$ cat src/common/lc3b_types.sv
package lc3b_types;

	localparam int word_w = 16; // data path width
	localparam int reg_idx_w = 3; // register index bits
	localparam int num_regs = 8; // r0..r7
	localparam int mdu_steps = 16; // one iteration per operand bit
	localparam int mdu_cnt_w = $clog2(mdu_steps); // iteration counter width

	// 4-bit opcode field, instr[15:12]
	typedef enum logic [3:0]
	{
		op_add = 4'b0001,
		op_and = 4'b0101,
		op_xor = 4'b1001, // also covers not with imm5 = -1
		op_shf = 4'b1101,
		op_mult = 4'b1010, // reserved slot in base isa
		op_div = 4'b1011 // reserved slot in base isa
	} lc3b_opcode;

	// operation handed from decode to execute
	typedef enum logic [3:0]
	{
		alu_add,
		alu_and,
		alu_xor,
		alu_pass, // f = b
		alu_sll,
		alu_srl,
		alu_sra,
		alu_mult, // handled by div_mult_unit
		alu_div // handled by div_mult_unit
	} lc3b_aluop;

	// iterative unit sequencing
	typedef enum logic [1:0]
	{
		mdu_idle,
		mdu_run,
		mdu_done
	} mdu_state;

endpackage : lc3b_types

$ cat src/execute/alu.sv
`timescale 1ns/10ps

module alu
(
	input lc3b_types::lc3b_aluop aluop,
	input logic [lc3b_types::word_w-1:0] a,
	input logic [lc3b_types::word_w-1:0] b,
	output logic [lc3b_types::word_w-1:0] f
);
	import lc3b_types::*;

	logic [3:0] shamt; // shifts use low nibble only

	assign shamt = b[3:0];

	always_comb
	begin
		case (aluop)
			alu_add: f = a + b;
			alu_and: f = a & b;
			alu_xor: f = a ^ b; // not when b is all ones
			alu_pass: f = b;
			alu_sll: f = a << shamt;
			alu_srl: f = a >> shamt;
			alu_sra: f = $signed(a) >>> shamt; // sign fills from the top
			default: f = '0; // mult / div come from the iterative unit
		endcase
	end

endmodule : alu

$ cat src/execute/div_mult_unit.sv
`timescale 1ns/10ps

module div_mult_unit
(
	input logic clk,
	input logic rst_n,
	input logic start,
	input lc3b_types::lc3b_aluop aluop,
	input logic [lc3b_types::word_w-1:0] a,
	input logic [lc3b_types::word_w-1:0] b,
	output logic done,
	output logic [lc3b_types::word_w-1:0] result
);
	import lc3b_types::*;

	mdu_state state_q; // state register
	logic [mdu_cnt_w-1:0] cnt_q; // iteration counter
	logic is_div_q; // latched at start, aluop may move on
	logic [word_w-1:0] opnd_q; // multiplicand (shifts left) or divisor
	logic [word_w-1:0] shf_q; // multiplier (shifts right) or dividend (shifts left)
	logic [word_w-1:0] rem_q; // partial remainder
	logic [word_w-1:0] sol_q; // solution register, product or quotient
	logic [word_w:0] rem_sh; // remainder with next dividend bit, one extra bit
	logic [word_w:0] rem_diff; // trial subtract
	logic ge; // divisor fits

	assign rem_sh = {rem_q, shf_q[word_w-1]};
	assign rem_diff = rem_sh - {1'b0, opnd_q};
	assign ge = rem_sh >= {1'b0, opnd_q}; // zero divisor always fits, quotient 0xffff
	assign done = (state_q == mdu_done);
	assign result = sol_q;

	always_ff @(posedge clk)
	begin
		if (!rst_n)
		begin
			state_q <= mdu_idle;
			cnt_q <= '0;
		end
		else
		begin
			case (state_q)
				mdu_idle:
				if (start)
				begin
					state_q <= mdu_run;
					cnt_q <= '0;
				end
				mdu_run:
				begin
					cnt_q <= cnt_q + 1'b1;
					if (cnt_q == mdu_cnt_w'(mdu_steps - 1))
						state_q <= mdu_done; // last step taken
				end
				default: state_q <= mdu_idle; // done lasts one cycle
			endcase
		end
	end

	always_ff @(posedge clk)
	begin
		if (state_q == mdu_idle && start)
		begin
			is_div_q <= (aluop == alu_div);
			opnd_q <= b; // divisor, or multiplicand swapped in below
			shf_q <= a;
			rem_q <= '0;
			sol_q <= '0;
			if (aluop == alu_mult)
			begin
				opnd_q <= a; // multiplicand
				shf_q <= b; // multiplier, scanned lsb first
			end
		end
		else if (state_q == mdu_run)
		begin
			if (is_div_q)
			begin
				shf_q <= shf_q << 1; // next dividend bit into view
				sol_q <= {sol_q[word_w-2:0], ge};
				rem_q <= ge ? rem_diff[word_w-1:0] : rem_sh[word_w-1:0]; // restore on miss
			end
			else
			begin
				if (shf_q[0])
					sol_q <= sol_q + opnd_q; // low 16 bits of product
				opnd_q <= opnd_q << 1;
				shf_q <= shf_q >> 1;
			end
		end
	end

	// execute must hold off until the unit is free, and done follows at a fixed distance
	a_start_idle: assert property (@(posedge clk) disable iff (!rst_n)
		start |-> state_q == mdu_idle ##(mdu_steps + 1) done);

endmodule : div_mult_unit

$ cat src/execute/execute_stage.sv
`timescale 1ns/10ps

module execute_stage
(
	input logic clk,
	input logic rst_n,
	input logic issue_valid,
	input lc3b_types::lc3b_aluop issue_aluop,
	input logic [lc3b_types::reg_idx_w-1:0] issue_dest,
	input logic [lc3b_types::word_w-1:0] issue_a,
	input logic [lc3b_types::word_w-1:0] issue_b,
	output logic issue_ready,
	output logic ex_valid,
	output logic [lc3b_types::reg_idx_w-1:0] ex_dest,
	output logic [lc3b_types::word_w-1:0] ex_data,
	output logic ex_busy,
	output logic [lc3b_types::reg_idx_w-1:0] ex_busy_dest
);
	import lc3b_types::*;

	logic slot_valid; // item held in execute
	logic slot_mdu; // item waits on the iterative unit
	logic [reg_idx_w-1:0] slot_dest;
	logic [word_w-1:0] slot_data; // registered alu result
	logic [word_w-1:0] alu_f;
	logic [word_w-1:0] mdu_result;
	logic mdu_done;
	logic is_mdu; // incoming op goes to the unit
	logic issue_fire;

	assign is_mdu = (issue_aluop == alu_mult) || (issue_aluop == alu_div);
	assign issue_fire = issue_valid && issue_ready;
	assign ex_valid = slot_valid && (!slot_mdu || mdu_done); // result stage always takes it
	assign issue_ready = !slot_valid || (ex_valid && !slot_mdu); // unit must be idle before a new start
	assign ex_dest = slot_dest;
	assign ex_data = slot_mdu ? mdu_result : slot_data;
	assign ex_busy = slot_valid; // running unit or held alu result
	assign ex_busy_dest = slot_dest;

	alu u_alu
	(
		.aluop(issue_aluop),
		.a(issue_a),
		.b(issue_b),
		.f(alu_f)
	);

	div_mult_unit u_div_mult
	(
		.clk(clk),
		.rst_n(rst_n),
		.start(issue_fire && is_mdu),
		.aluop(issue_aluop),
		.a(issue_a),
		.b(issue_b),
		.done(mdu_done),
		.result(mdu_result)
	);

	always_ff @(posedge clk)
	begin
		if (!rst_n)
		begin
			slot_valid <= 1'b0;
			slot_mdu <= 1'b0;
		end
		else if (issue_fire)
		begin
			slot_valid <= 1'b1;
			slot_mdu <= is_mdu;
		end
		else if (ex_valid)
			slot_valid <= 1'b0; // item left for write-back
	end

	always_ff @(posedge clk)
	begin
		if (issue_fire)
		begin
			slot_dest <= issue_dest;
			slot_data <= alu_f; // unused for mult / div
		end
	end

	// an alu result handed on never coincides with a mult or div finishing in the unit
	a_alu_op_legal: assert property (@(posedge clk) disable iff (!rst_n)
		ex_valid && !slot_mdu |-> !mdu_done);

endmodule : execute_stage

$ cat src/source/instr_decode.sv
`timescale 1ns/10ps

module instr_decode
(
	input logic clk,
	input logic rst_n,
	input logic [lc3b_types::word_w-1:0] instr,
	input logic instr_valid,
	input logic issue_ready,
	input logic ex_busy,
	input logic [lc3b_types::reg_idx_w-1:0] ex_busy_dest,
	input logic [lc3b_types::word_w-1:0] rd_data_a,
	input logic [lc3b_types::word_w-1:0] rd_data_b,
	output logic instr_ready,
	output logic issue_valid,
	output lc3b_types::lc3b_aluop issue_aluop,
	output logic [lc3b_types::reg_idx_w-1:0] issue_dest,
	output logic [lc3b_types::word_w-1:0] issue_a,
	output logic [lc3b_types::word_w-1:0] issue_b,
	output logic [lc3b_types::reg_idx_w-1:0] rd_idx_a,
	output logic [lc3b_types::reg_idx_w-1:0] rd_idx_b
);
	import lc3b_types::*;

	logic held_valid; // one instruction slot
	logic [word_w-1:0] instr_q; // held instruction word
	logic op_known; // opcode is one we execute
	logic uses_b; // sr2 register is a real source
	logic hazard; // a source is still in flight in execute
	logic drop; // unknown opcode leaves without issue

	assign rd_idx_a = instr_q[8:6]; // sr1 / shift source
	assign rd_idx_b = instr_q[2:0]; // sr2
	assign issue_dest = instr_q[11:9]; // dr
	assign issue_a = rd_data_a;

	always_comb
	begin
		op_known = 1'b1;
		uses_b = !instr_q[5]; // bit 5 selects imm5
		issue_aluop = alu_add;
		issue_b = instr_q[5] ? {{(word_w-5){instr_q[4]}}, instr_q[4:0]} : rd_data_b; // sext imm5
		case (lc3b_opcode'(instr_q[15:12]))
			op_add: issue_aluop = alu_add;
			op_and: issue_aluop = alu_and;
			op_xor: issue_aluop = alu_xor;
			op_mult: issue_aluop = alu_mult;
			op_div: issue_aluop = alu_div;
			op_shf:
			begin
				uses_b = 1'b0; // amount is in the word itself
				issue_b = {{(word_w-4){1'b0}}, instr_q[3:0]};
				if (!instr_q[4])
					issue_aluop = alu_sll; // lshf
				else if (instr_q[5])
					issue_aluop = alu_sra; // rshfa
				else
					issue_aluop = alu_srl; // rshfl
			end
			default: op_known = 1'b0; // dropped after one cycle
		endcase
	end

	assign hazard = ex_busy && ((rd_idx_a == ex_busy_dest) || (uses_b && rd_idx_b == ex_busy_dest));
	assign issue_valid = held_valid && op_known && !hazard;
	assign drop = held_valid && !op_known;
	assign instr_ready = !held_valid || (issue_valid && issue_ready) || drop; // slot frees this cycle

	always_ff @(posedge clk)
	begin
		if (!rst_n)
			held_valid <= 1'b0;
		else if (instr_valid && instr_ready)
			held_valid <= 1'b1; // accept edge
		else if ((issue_valid && issue_ready) || drop)
			held_valid <= 1'b0;
	end

	always_ff @(posedge clk)
	begin
		if (instr_valid && instr_ready)
			instr_q <= instr;
	end

	// nothing may be offered to execute straight out of a reset cycle
	a_no_issue_in_reset: assert property (@(posedge clk) !rst_n |=> !issue_valid);

endmodule : instr_decode

$ cat src/source/reg_file.sv
`timescale 1ns/10ps

module reg_file
(
	input logic clk,
	input logic rst_n,
	input logic [lc3b_types::reg_idx_w-1:0] rd_idx_a,
	input logic [lc3b_types::reg_idx_w-1:0] rd_idx_b,
	input logic wr_en,
	input logic [lc3b_types::reg_idx_w-1:0] wr_idx,
	input logic [lc3b_types::word_w-1:0] wr_data,
	output logic [lc3b_types::word_w-1:0] rd_data_a,
	output logic [lc3b_types::word_w-1:0] rd_data_b
);
	import lc3b_types::*;

	logic [word_w-1:0] regs [num_regs]; // r0..r7

	always_ff @(posedge clk)
	begin
		if (!rst_n)
		begin
			for (int i = 0; i < num_regs; i++)
				regs[i] <= '0; // architectural state starts at zero
		end
		else if (wr_en)
			regs[wr_idx] <= wr_data;
	end

	// write-through so the result stage needs no interlock
	assign rd_data_a = (wr_en && wr_idx == rd_idx_a) ? wr_data : regs[rd_idx_a];
	assign rd_data_b = (wr_en && wr_idx == rd_idx_b) ? wr_data : regs[rd_idx_b];

endmodule : reg_file

$ cat src/source/result_stage.sv
`timescale 1ns/10ps

module result_stage
(
	input logic clk,
	input logic rst_n,
	input logic ex_valid,
	input logic [lc3b_types::reg_idx_w-1:0] ex_dest,
	input logic [lc3b_types::word_w-1:0] ex_data,
	output logic wb_valid,
	output logic [lc3b_types::reg_idx_w-1:0] wb_reg,
	output logic [lc3b_types::word_w-1:0] wb_data
);

	always_ff @(posedge clk)
	begin
		if (!rst_n)
			wb_valid <= 1'b0;
		else
			wb_valid <= ex_valid; // never stalls, one item per cycle
	end

	always_ff @(posedge clk)
	begin
		if (ex_valid)
		begin
			wb_reg <= ex_dest;
			wb_data <= ex_data;
		end
	end

endmodule : result_stage

$ cat src/source/lc3b_exec_core.sv
`timescale 1ns/10ps

module lc3b_exec_core
(
	input logic clk,
	input logic rst_n,
	input logic [lc3b_types::word_w-1:0] instr,
	input logic instr_valid,
	output logic instr_ready,
	output logic wb_valid,
	output logic [lc3b_types::reg_idx_w-1:0] wb_reg,
	output logic [lc3b_types::word_w-1:0] wb_data
);
	import lc3b_types::*;

	logic issue_valid, issue_ready;
	lc3b_aluop issue_aluop;
	logic [reg_idx_w-1:0] issue_dest, rd_idx_a, rd_idx_b, ex_dest, ex_busy_dest;
	logic [word_w-1:0] issue_a, issue_b, rd_data_a, rd_data_b, ex_data;
	logic ex_valid, ex_busy;

	instr_decode u_decode
	(
		.clk(clk), .rst_n(rst_n), .instr(instr), .instr_valid(instr_valid),
		.issue_ready(issue_ready), .ex_busy(ex_busy), .ex_busy_dest(ex_busy_dest),
		.rd_data_a(rd_data_a), .rd_data_b(rd_data_b), .instr_ready(instr_ready),
		.issue_valid(issue_valid), .issue_aluop(issue_aluop), .issue_dest(issue_dest),
		.issue_a(issue_a), .issue_b(issue_b), .rd_idx_a(rd_idx_a), .rd_idx_b(rd_idx_b)
	);

	reg_file u_regs
	(
		.clk(clk), .rst_n(rst_n), .rd_idx_a(rd_idx_a), .rd_idx_b(rd_idx_b),
		.wr_en(wb_valid), .wr_idx(wb_reg), .wr_data(wb_data), // written from the result stage
		.rd_data_a(rd_data_a), .rd_data_b(rd_data_b)
	);

	execute_stage u_execute
	(
		.clk(clk), .rst_n(rst_n), .issue_valid(issue_valid), .issue_aluop(issue_aluop),
		.issue_dest(issue_dest), .issue_a(issue_a), .issue_b(issue_b),
		.issue_ready(issue_ready), .ex_valid(ex_valid), .ex_dest(ex_dest), .ex_data(ex_data),
		.ex_busy(ex_busy), .ex_busy_dest(ex_busy_dest)
	);

	result_stage u_result
	(
		.clk(clk), .rst_n(rst_n), .ex_valid(ex_valid), .ex_dest(ex_dest), .ex_data(ex_data),
		.wb_valid(wb_valid), .wb_reg(wb_reg), .wb_data(wb_data)
	);

endmodule : lc3b_exec_core

$ cat config.mk
export PLATFORM = sky130hd
export DESIGN_NAME = lc3b_exec_core
export DESIGN_NICKNAME = d
export VERILOG_FILES = /design/src/common/lc3b_types.sv /design/src/execute/alu.sv /design/src/execute/div_mult_unit.sv /design/src/execute/execute_stage.sv /design/src/source/instr_decode.sv /design/src/source/reg_file.sv /design/src/source/result_stage.sv /design/src/source/lc3b_exec_core.sv
export SDC_FILE = /design/constraint.sdc
export NUM_CORES = 1
export LEC_CHECK = 0
export BUFFER_PORTS_ARGS = -buffer_cell sky130_fd_sc_hd__buf_4
export CAP_MARGIN = 0
export CORE_MARGIN = 2
export CORE_UTILIZATION = 27
export CTS_BUF_LIST = sky130_fd_sc_hd__clkbuf_8
export CTS_CLUSTER_DIAMETER = 50
export DETAILED_ROUTE_END_ITERATION = 10
export GPL_ROUTABILITY_DRIVEN = 0
export PLACE_DENSITY = 0.4
export SYNTH_ARGS = -nofsm -noshare
export SYNTH_HDL_FRONTEND = slang
export SYNTH_SLANG_ARGS = --single-unit
$ cat constraint.sdc
create_clock -name clk -period 7.3 [get_ports clk]
set_input_delay 0.73 -clock clk [delete_from_list [all_inputs] [get_ports clk]]
set_output_delay 0.73 -clock clk [all_outputs]
set_load 0.03 [all_outputs]
* Yosys cells after proc, flatten, opt, wreduce, memory -nomap -nowiden
Memories as Yosys holds them, arrays and structs flattened. A register that Yosys moved wholly into a read port is not among the register bits.
Cells that the tools add are included.
** Word-level totals
- Bits of input ports :: 19
- Register bits after elaboration :: 129
- Word-level logic and storage cells :: 131
- RAM bits :: 128
- Memories :: 1
** Operators by class
- Eq/ne operators :: 24
- Add/sub/neg operators :: 4
- Shift-type cells :: 3
- Mux-type cells :: 40
- Bitwise gates (word level) :: 2
- $lt $le $gt $ge :: 1
- Reductions and logical operators :: 40
** Memories
- u_regs.regs :: words 8, width 16, read ports 2, clocked after Yosys merged registers in 2, wr ports 8, line reg_file.sv:17 : logic [word_w-1:0] regs [num_regs];
** Operators with widths (number)
- two-way mux 16 bit :: 17
- one-hot mux 16 bit (7 select lines) :: 1
- adder 16 bit :: 2
- == test 4 bit, second input constant :: 6
- == test 4 x 3 -> 1 bit, second input constant :: 5
- one-hot mux 4 bit (5 select lines) :: 1
- >= comparator 17 x 16 -> 1 bit :: 1
- bitwise AND 16 bit :: 1
- OR reduction 16 bit :: 1
- << shifter 16 x 4 -> 16 bit :: 1
- right shift 16 x 4 -> 16 bit :: 1
- >>> shifter 16 x 4 -> 16 bit :: 1
- subtractor 16 bit :: 1
- XOR 16 bit :: 1
- logical AND 1 bit :: 13
- == test 3 bit :: 4
- two-way mux 1 bit :: 11
- AND reduction 2 bit :: 5
- nonzero test 2 bit :: 5
- two-way mux 3 bit :: 3
- == test 4 x 1 -> 1 bit, second input constant :: 2
- == test 4 x 2 -> 1 bit, second input constant :: 2
- two-way mux 4 bit :: 2
- one-hot mux 4 bit (2 select lines) :: 1
- 12 further kinds :: 26

* Logic depth before layout (Yosys ltp)
Gate-level depths: netlist (run 1).
- Depth after elaboration :: 12
- Mapped depth :: 19
- Gate-level depth less buffers :: 16

* By module
Synthesis (run 1) repeated with hierarchy kept, for this count alone.
** Second synthesis, totals
- Cell total of the unflattened synthesis :: 1563
- Area total of the unflattened synthesis :: 18008.5 µm²
** Modules (own cells, without submodules)
- reg_file :: area an instance 7440.9 µm², cells each 446, instances 1
- div_mult_unit :: area an instance 5009.8 µm², cells each 567, instances 1
- alu :: area an instance 2896.5 µm², cells each 375, instances 1
- instr_decode :: area an instance 1127.3 µm², cells each 98, instances 1
- execute_stage :: area an instance 937.1 µm², cells each 56, instances 1
- result_stage :: area an instance 596.8 µm², cells each 21, instances 1

* Worst setup path before layout (run 1)
Ideal clock, no wire load.
- Path kind :: flip-flop to flip-flop
- From :: register u_result.wb_reg[1] in the netlist's numbering
- To :: register u_execute.slot_data[14] (data pin)
- Stages on the path, launching flop included :: 20
- Buffers on the path :: 3
- Path slack :: 2.763 ns
- Arrival :: 4.274 ns
- Cells stage by stage :: edfxtp_1 > buf_2 > xnor2_1 > nand4_1 > o31a_1 > and2_1 > buf_4 > inv_2 > buf_2 > ha_1 > inv_1 > fa_1 > nor2b_1 > o31ai_1 > a21oi_1 > a211oi_1 > o41ai_1 > xnor2_1 > nor2_1 > a2111o_1
** Between the ends
- Word-level cells in the longest chain between the ends :: 7
- Elaborated cells on any way between the ends :: 15
- Those cells by class :: 1 x add/sub; 2 x eq/ne; 3 x shift; 5 x mux; 2 x bitwise; 2 x reduce/logical
** Ends and longest elaborated chain
- start, declared :: line result_stage.sv:11 : output logic [lc3b_types::reg_idx_w-1:0] wb_reg,
- start signal, assigned :: line result_stage.sv:27 : wb_reg <= ex_dest;
- == test 3 bit :: line reg_file.sv:32 : assign rd_data_b = (wr_en && wr_idx == rd_idx_b) ? wr_data : regs[rd_idx_b];
- logical AND 1 bit :: line reg_file.sv:32
- two-way mux 16 bit :: line reg_file.sv:32
- two-way mux 16 bit :: line instr_decode.sv:42 : issue_b = instr_q[5] ? {{(word_w-5){instr_q[4]}}, instr_q[4:0]} : rd_data_b;
- two-way mux 16 bit :: line instr_decode.sv:43 : case (lc3b_opcode'(instr_q[15:12]))
- adder 16 bit (tied with other cells) :: line alu.sv:19 : alu_add: f = a + b;
- one-hot mux 16 bit (7 select lines) * :: line alu.sv:18 : case (aluop)
- named net u_execute.alu_f[14] :: line execute_stage.sv:25 : logic [word_w-1:0] alu_f;
- end signal, assigned :: line execute_stage.sv:81 : slot_data <= alu_f;
- end, declared :: line execute_stage.sv:24 : logic [word_w-1:0] slot_data;
The timed path passes the listed nets; every way through them passes the cells marked *.
A chain may end at the register's enable or synchronous reset.

* Worst setup path after layout (run 1)
- From :: register u_result.wb_reg[2] in the netlist's numbering
- To :: register u_execute.slot_data[14] (data pin)
The elaborated chain is that of the path after synthesis.

==> summary.md, run 1 <==
| Metric | Value |
|---|---|
| Outcome | finished, final reports clean |
| RSZ-0062 raised after global routing | no |
| Die outline height | 256 um |
| Antenna violations before repair | 2 |
| R2r worst-path depth | 14 |
| Cell type contributing the most total cell area after synthesis | sky130_fd_sc_hd__edfxtp_1 |
| Max Slew Vio Count | 0 |
| Count of distinct cell types in the synthesized netlist | 88 |
| Count of port buffers added during placement | 39 |
| Inserted Clock Buffers | 55 |
| Reported max-cap violation count | 0 |
| Minimum setup slack in the final design | between 1500 and 2000 ps |
| Pin count of the biggest net entering global routing | 80 |
| Seq cells post-synth | 263 |
| Final period demand of the worst path | 5330 ps |
| Mean number of vias per cell | 5.37 |
| Total Routed Length | 59.5 mm |
| Worst reg2reg path startpoint | u_result.wb_reg[2] |
| Actual transition at the worst max-transition pin | 1100 ps |
| GRT Util Overall | 17.9% |
| Utilization after layout | 30.9% |
| Register with the most flip-flops | u_regs.regs |
| Worst slew margin relative to its limit | a little over a quarter |
| Rows | 92 |
| Total power per unit cell area | ~240 nW/um^2 |
| Clock Sinks | 263 |
| Fraction of layout cells with a size suffix above 1 | 18.1% |
| Number of placed I/O pins | 40 |
| Summed negative setup slack over all endpoints | 0 ps |
| Final Cycle Share | 73.0% |
| Initial Utilization | 27.2% |
| Most frequent standard cell in the layout excluding fill and tap cells | sky130_fd_sc_hd__edfxtp_1 |
| Die Span X | around 260 um |
| Largest driver fanout on the critical path | 16 |
| Min-Delay Startpoint | instr[3] |
| Aggregate global routing overflow | 0 |
| Endpoint of the worst hold path | u_decode.instr_q[3] |
| Placeable core area | 63,000 sq um |
| Clk slew on worst S/H paths | ~60 ps |
| Post-synthesis instance total | 1,626 |
| Switch share | 33.9% |
| Commonest cells after routing, fill and taps aside | sky130_fd_sc_hd__edfxtp_1 (215), sky130_fd_sc_hd__a21oi_1 (133), sky130_fd_sc_hd__and2_1 (113) |
| Peak clock frequency supported by timing | 188 MHz |
| Sequential share of power | slightly below 40% |
| Detailed placer's ending HPWL | 42.9 mm |
| Static leakage power | slightly above 7 nW |
| Number of enable flip-flop cells after synthesis | about 220 |
| Sequential fraction of the synthesis area | about 43% |
| Combined area of all synthesized cells | about 17,000 sq um |
| Final hold viol count | 0 |
| Number of cells traversed by the worst hold path | 1 |
| Async set-reset flop share out of synthesis | 0% |
| CTS tree | done |
| Register-to-register setup slack | just under 2000 ps |
| Syn_area_per_cell | 10.6 sq um |
| Sort of element at the start of the critical path | flop |
| Post-route DRC violation count | 0 |
| Post CTS Setup Buffer Count | 0 |
| Top cell type's share of synthesized area | 37.6% |
| Number of instances resized during post-cts repair | 0 |
| Critical path data arrival time | roughly 5700 ps |
| Via count | 13,700 |
| Worst slack at placement | 2050 ps |
| Data required time of the critical path | between 7000 and 8000 ps |
| Capturing element type of the critical path | flop |
| Routed length per placed instance | 23.4 um |
| Clock latency reported for the late side of the worst-skew pair | 670 ps |
| Syn Nets | 1,697 |
| Count of warnings emitted by yosys | 0 |
| Die ar. | 65,600 sq um |
| Library cell used as clock root buffer | sky130_fd_sc_hd__clkbuf_8 |
| Switch Pwr | approximately 1.6 mW |
| Initial DRC count | 1,470 |
| Number of buffers between clock root and the deepest sink | 3 |
| Flip-flop count of the largest register, all copies and words added | 128 |
| Worst IR drop on VDD | 0.000117 V |
| Number of global-route vias before repair | 13,300 |
| Setup Viol. Count Final | 0 |
| Part of the total power dissipated in combinational logic | 26.3% |
| Path class of the lowest-slack min-delay path | in2reg |
| Top cells by area, synth | sky130_fd_sc_hd__edfxtp_1 (38%), sky130_fd_sc_hd__mux4_2 (8.3%), sky130_fd_sc_hd__dfxtp_1 (5.6%) |
| Internal power | 3.10 mW |
| H-tree levels | 2 |
| Number of hold-repair buffers added at the cts stage | 0 |
| Post-route antenna net violation count | 0 |
| Top_reg_cell synth | sky130_fd_sc_hd__edfxtp_1 |
| Area Growth Syn to Fin | 13.4% |
| Detailed-routing iteration count for the pre-antenna-repair pass | 6 |
| First-pass GRT wire length | around 90 mm |
| Crit Reg-Reg Endpoint | u_execute.slot_data[14] |
| Final setup skew | 49.0 ps |
| Final-stage net count | roughly 1,700 |
| Clock share of power | 34.5% |
| Worst Setup Path Type | reg2reg |
==> worst max-delay path by stage <==
stage	slack, ps	to	cells after the start	from
6_report	1970	u_execute.slot_data[14]	14	u_result.wb_reg[2]
5_1_grt	1540	u_execute.slot_data[14]	14	u_result.wb_reg[2]
2_1_floorplan	2760	u_execute.slot_data[14]	19	u_result.wb_reg[1]
3_5_place_dp	2050	u_execute.slot_data[14]	14	u_result.wb_reg[2]
4_1_cts	2030	u_execute.slot_data[14]	14	u_result.wb_reg[2]
3_3_place_gp	2150	u_execute.slot_data[14]	14	u_result.wb_reg[2]
==> Yosys cell counts, types with 13 or more instances <==
cell / instances
sky130_fd_sc_hd__a211oi_1: 42
sky130_fd_sc_hd__ha_1: 49
sky130_fd_sc_hd__buf_2: 23
sky130_fd_sc_hd__nand4_1: 13
sky130_fd_sc_hd__nand3_1: 40
sky130_fd_sc_hd__a31oi_1: 15
sky130_fd_sc_hd__a21oi_1: 134
sky130_fd_sc_hd__edfxtp_1: 215
sky130_fd_sc_hd__xnor2_1: 22
sky130_fd_sc_hd__xor2_1: 14
sky130_fd_sc_hd__dfxtp_1: 48
sky130_fd_sc_hd__o211ai_1: 27
sky130_fd_sc_hd__o21a_1: 13
sky130_fd_sc_hd__inv_1: 46
sky130_fd_sc_hd__and2_1: 113
sky130_fd_sc_hd__nor2b_1: 14
sky130_fd_sc_hd__clkbuf_1: 66
sky130_fd_sc_hd__nor2_1: 109
sky130_fd_sc_hd__mux4_2: 63
sky130_fd_sc_hd__mux2_2: 43
sky130_fd_sc_hd__o21ai_0: 100
sky130_fd_sc_hd__nand2_1: 94
sky130_fd_sc_hd__mux2i_1: 47
sky130_fd_sc_hd__and3_1: 14
sky130_fd_sc_hd__nor3_1: 47
==> power by group through the flow <==
stage	sequential [mW]	clock, mW	combinational, mW
global route	1.85	1.73	1.35
global placement	1.87	0	1.22
CTS	1.84	1.67	1.22
detailed placement	1.87	0	1.21
floorplan	1.81	0	0.911
finish	1.84	1.61	1.23
==> routing by layer <==
layer | vias to the layer above | wire length (um) | track usage [%]
li1 | 6278 | - | -
met1 | 6799 | 27400 | 25.3
met2 | 470 | 27200 | 28.4
met3 | 104 | 3400 | 2.68
met4 | 0 | 1510 | 4.99
met5 | - | 0 | 0
==> logic make-up (layout without fill, tap and decap cells) <==
kind of cell,after synthesis,after routing,synth area share [%]
other cells,0,1,0
fa+ha+maj,52,52,3.92
buf+inv,163,230,4.20
flops,263,263,43.2
xor+xnor,36,36,1.84
simple gates,497,497,14.9
mux,164,164,15.2
compound gates,451,451,16.7
==> critical path: stages, from the launching register on <==
cell and delay (ps):
sky130_fd_sc_hd__edfxtp_1 610, sky130_fd_sc_hd__xnor2_1 360, sky130_fd_sc_hd__nand4_4 530, sky130_fd_sc_hd__mux2i_1 810, sky130_fd_sc_hd__ha_1 340, sky130_fd_sc_hd__inv_1 80, sky130_fd_sc_hd__fa_1 450, sky130_fd_sc_hd__nor2b_1 170
sky130_fd_sc_hd__o31ai_1 130, sky130_fd_sc_hd__a21oi_1 290, sky130_fd_sc_hd__a211oi_1 160, sky130_fd_sc_hd__o41ai_1 460, sky130_fd_sc_hd__xnor2_1 180, sky130_fd_sc_hd__nor2_1 60, sky130_fd_sc_hd__a2111o_1 410
==> final cells by class <==
| type | instances | area, sq um |
|---|---|---|
| inverter | 52 | 195 |
| fill | 6541 | 43500 |
| tap | 846 | 1060 |
| timing repair buffer | 77 | 578 |
| antenna | 1 | 2.50 |
| clock buffer | 61 | 840 |
| sequential | 263 | 7420 |
| multi-input combinational | 1200 | 9070 |
| clock inverter | 40 | 284 |
==> through the flow <==
stage,hold WS [ps],instance area (sq um),power (mW),std cells
final,238,19500,4.68,2540
after global routing,203,19500,4.94,2540
after global placement,402,18300,3.09,2438
after CTS,187,19400,4.73,2539
after detailed placement,407,18300,3.08,2438
after floorplan,400,17200,2.72,1626
(Power assumes the default switching activity.)
==> inputs of run 2 (changes only) <==
- PLACE_DENSITY: 0.4 -> 0.41
- clock period: 7.3 -> 4.67 ns (I/O delays scaled with it)
==> summary.md, run 2 (synthesis gave the netlist of run 1 again) <==
| Metric | Value |
|---|---|
| Wire length the detailed router placed on met1 | 27.4 mm (about the same) |
| Final Cycle Share | 95.0% (+22 points) |
| Highest metal layer used by the detailed router | met4 |
| Aggregate global routing overflow | 0 (unchanged) |
| Post-route antenna net violation count | 0 (unchanged) |
| Total Routed Length | 60.4 mm (+1.5%) |
| First-pass GRT wire length | 89.5 mm (+0.84%) |
| Die ar. | 65,600 sq um (unchanged) |
| Final-stage net count | 1,775 (+3.2%) |
| Count of port buffers added during placement | 39 (unchanged) |
| Clock latency reported for the late side of the worst-skew pair | 670 ps (about the same) |
| Reported max-cap violation count | 0 (unchanged) |
| Path class of the lowest-slack min-delay path | in2reg |
| Final setup skew | 52.7 ps (+3.77 ps) |
| Worst IR drop on VDD | 0.000185 V (+58%) |
| H-tree levels | 2 (unchanged) |
| Placeable core area | 63,000 sq um (unchanged) |
| Area Growth Syn to Fin | 17.2% |
| Rows | 92 (unchanged) |
| Library cell used as clock root buffer | sky130_fd_sc_hd__clkbuf_8 |
| Initial DRC count | 1,290 (-12%) |
| RSZ-0062 raised after global routing | no |
| Peak clock frequency supported by timing | 225 MHz (+20%) |
| Worst slack at placement | 251 ps (-1800 ps) |
| Sort of element at the start of the critical path | flop |
| Static leakage power | 7.44 nW (+4.8%) |
| Flip-flop count of the largest register, all copies and words added | 128 (unchanged) |
| Cell count after placement | 2,479 (+1.7%) |
| Mean number of vias per cell | 5.31 (-1.3%) |
| Initial Utilization | 27.2% (unchanged) |
| Number of global-route vias before repair | 13,600 (+2.0%) |
| Worst slew margin relative to its limit | 28.0% (+1.5 points) |
| Number of buffers between clock root and the deepest sink | 3 (unchanged) |
| Worst Setup Path Type | reg2reg |
| Outcome | finished, final reports clean |
| Post-route DRC violation count | 0 (unchanged) |
| Utilization after layout | 31.9% (+1.0 points) |
| Routed length per placed instance | 23.3 um (-0.61%) |
| Number of instances resized during post-cts repair | 0 (unchanged) |
| Largest driver fanout on the critical path | 10 (-6) |
| Summed negative setup slack over all endpoints | 0 ps (unchanged) |
| Max Slew Vio Count | 0 (unchanged) |
| Routed length on met2 | 27.5 mm (+1.1%) |
| GRT Util Overall | 18.1% (+0.22 points) |
| Setup Viol. Count Final | 0 (unchanged) |
| Clk slew on worst S/H paths | 70 ps (about the same) |
| Pin count of the biggest net entering global routing | 54 (-33%) |
| Register-to-register setup slack | 230 ps (-1740 ps) |
| Minimum setup slack in the final design | 233 ps (-1740 ps) |
| Detailed placer's ending HPWL | 43.4 mm (+1.2%) |
| Most frequent standard cell in the layout excluding fill and tap cells | sky130_fd_sc_hd__edfxtp_1 |
| Detailed-routing iteration count for the pre-antenna-repair pass | 9 (+3) |
| Final period demand of the worst path | 4440 ps (-890 ps) |
| Count of placed standard cells in the final layout, fillers left out | 2,595 (+2.2%) |
| Actual transition at the worst max-transition pin | 1080 ps (-22.8 ps) |
| Via count | 13,800 (+0.88%) |
| Clock Sinks | 263 (unchanged) |
| Data required time of the critical path | 5080 ps (-2610 ps) |
| Capturing element type of the critical path | flop |
| # diodes | 0 (-1) |
| Die outline height | 256 um (unchanged) |
| Commonest cells after routing, fill and taps aside | sky130_fd_sc_hd__edfxtp_1 (215), sky130_fd_sc_hd__a21oi_1 (133), sky130_fd_sc_hd__buf_4 (116) |
| Number of placed I/O pins | 40 (unchanged) |
| Antenna violations before repair | 0 (-2) |
| Minimum hold slack | 114 ps (-125 ps) |
| Register with the most flip-flops | u_regs.regs |
| Critical path data arrival time | 4850 ps (-870 ps) |
| Fraction of layout cells with a size suffix above 1 | 20.1% (+2.0 points) |
| Total power per unit cell area | 387 nW/um^2 (+61%) |
| Routed length on met3 | 3.57 mm (+5.2%) |
| Inserted Clock Buffers | 53 (-3.6%) |
| CTS tree | done |
| Final hold viol count | 0 (unchanged) |
| Die Span X | 256 um (unchanged) |
| Min-Delay Startpoint | instr_valid |
[run 2: cell count changes in the layout (fill, tap and decap cells not counted), sizes merged]
cell         change
clkinvlp         -3
diode            -1
dlygate4sd3     +16
bufinv           +9
clkinv           +5
buf             +41
clkbuf           -6
inv              -6
[run 2: cell type report]
class	instances	area [sq um]
Sequential cell	263	7420
Tap cell	846	1060
Multi-Input combinational cell	1200	9070
Clock buffer	55	757
Fill cell	6468	42900
Timing Repair Buffer	134	1070
Inverter	52	195
Clock inverter	45	527
[run 2: layer usage]
layer	vias to the layer above	global-route usage, %
met2	455	28.8
met5	-	0
met3	115	3.16
met4	0	6.16
met1	6819	24.8
li1	6382	-
[run 2: worst max-delay path, cell delays in order, from the launching register on]
cell and delay, ps:
sky130_fd_sc_hd__dfxtp_2 560, sky130_fd_sc_hd__mux4_2 550, sky130_fd_sc_hd__mux2i_1 280, sky130_fd_sc_hd__mux2_2 360, sky130_fd_sc_hd__inv_1 130, sky130_fd_sc_hd__ha_1 360, sky130_fd_sc_hd__a211o_1 320, sky130_fd_sc_hd__a21o_1 180
sky130_fd_sc_hd__a21oi_1 180, sky130_fd_sc_hd__nor3_1 60, sky130_fd_sc_hd__a221oi_1 470, sky130_fd_sc_hd__buf_4 220, sky130_fd_sc_hd__nand4_1 100, sky130_fd_sc_hd__a21oi_1 180, sky130_fd_sc_hd__a211oi_1 70, sky130_fd_sc_hd__buf_4 170
[run 2: worst paths after layout]
check / end / cells past startpoint
worst min-delay path: u_decode.held_valid / 3
worst min register to register: u_execute.ex_busy_dest[2] / 0
worst max-delay path: u_execute.slot_data[5] / 15
worst max register to register: u_execute.slot_data[5] / 15
[run 2: where the power goes]
part,switching (mW),internal (mW),total (mW)
Sequential,0.161,2.70,2.86
Clock,1.16,1.78,2.94
Combinational,1.18,0.811,1.99
Total,2.50,5.29,7.78
[run 2: repair_timing]
item	CTS	global route
hold buffers	16	0
setup buffers	0	0
hold endpoints to repair	16	0
[run 2: stage by stage]
step	power, mW	instance area [sq um]
finish	7.78	20100
global placement	4.86	18700
CTS	7.84	20100
global route	8.16	20100
floorplan	4.25	17200
detailed placement	4.86	18700
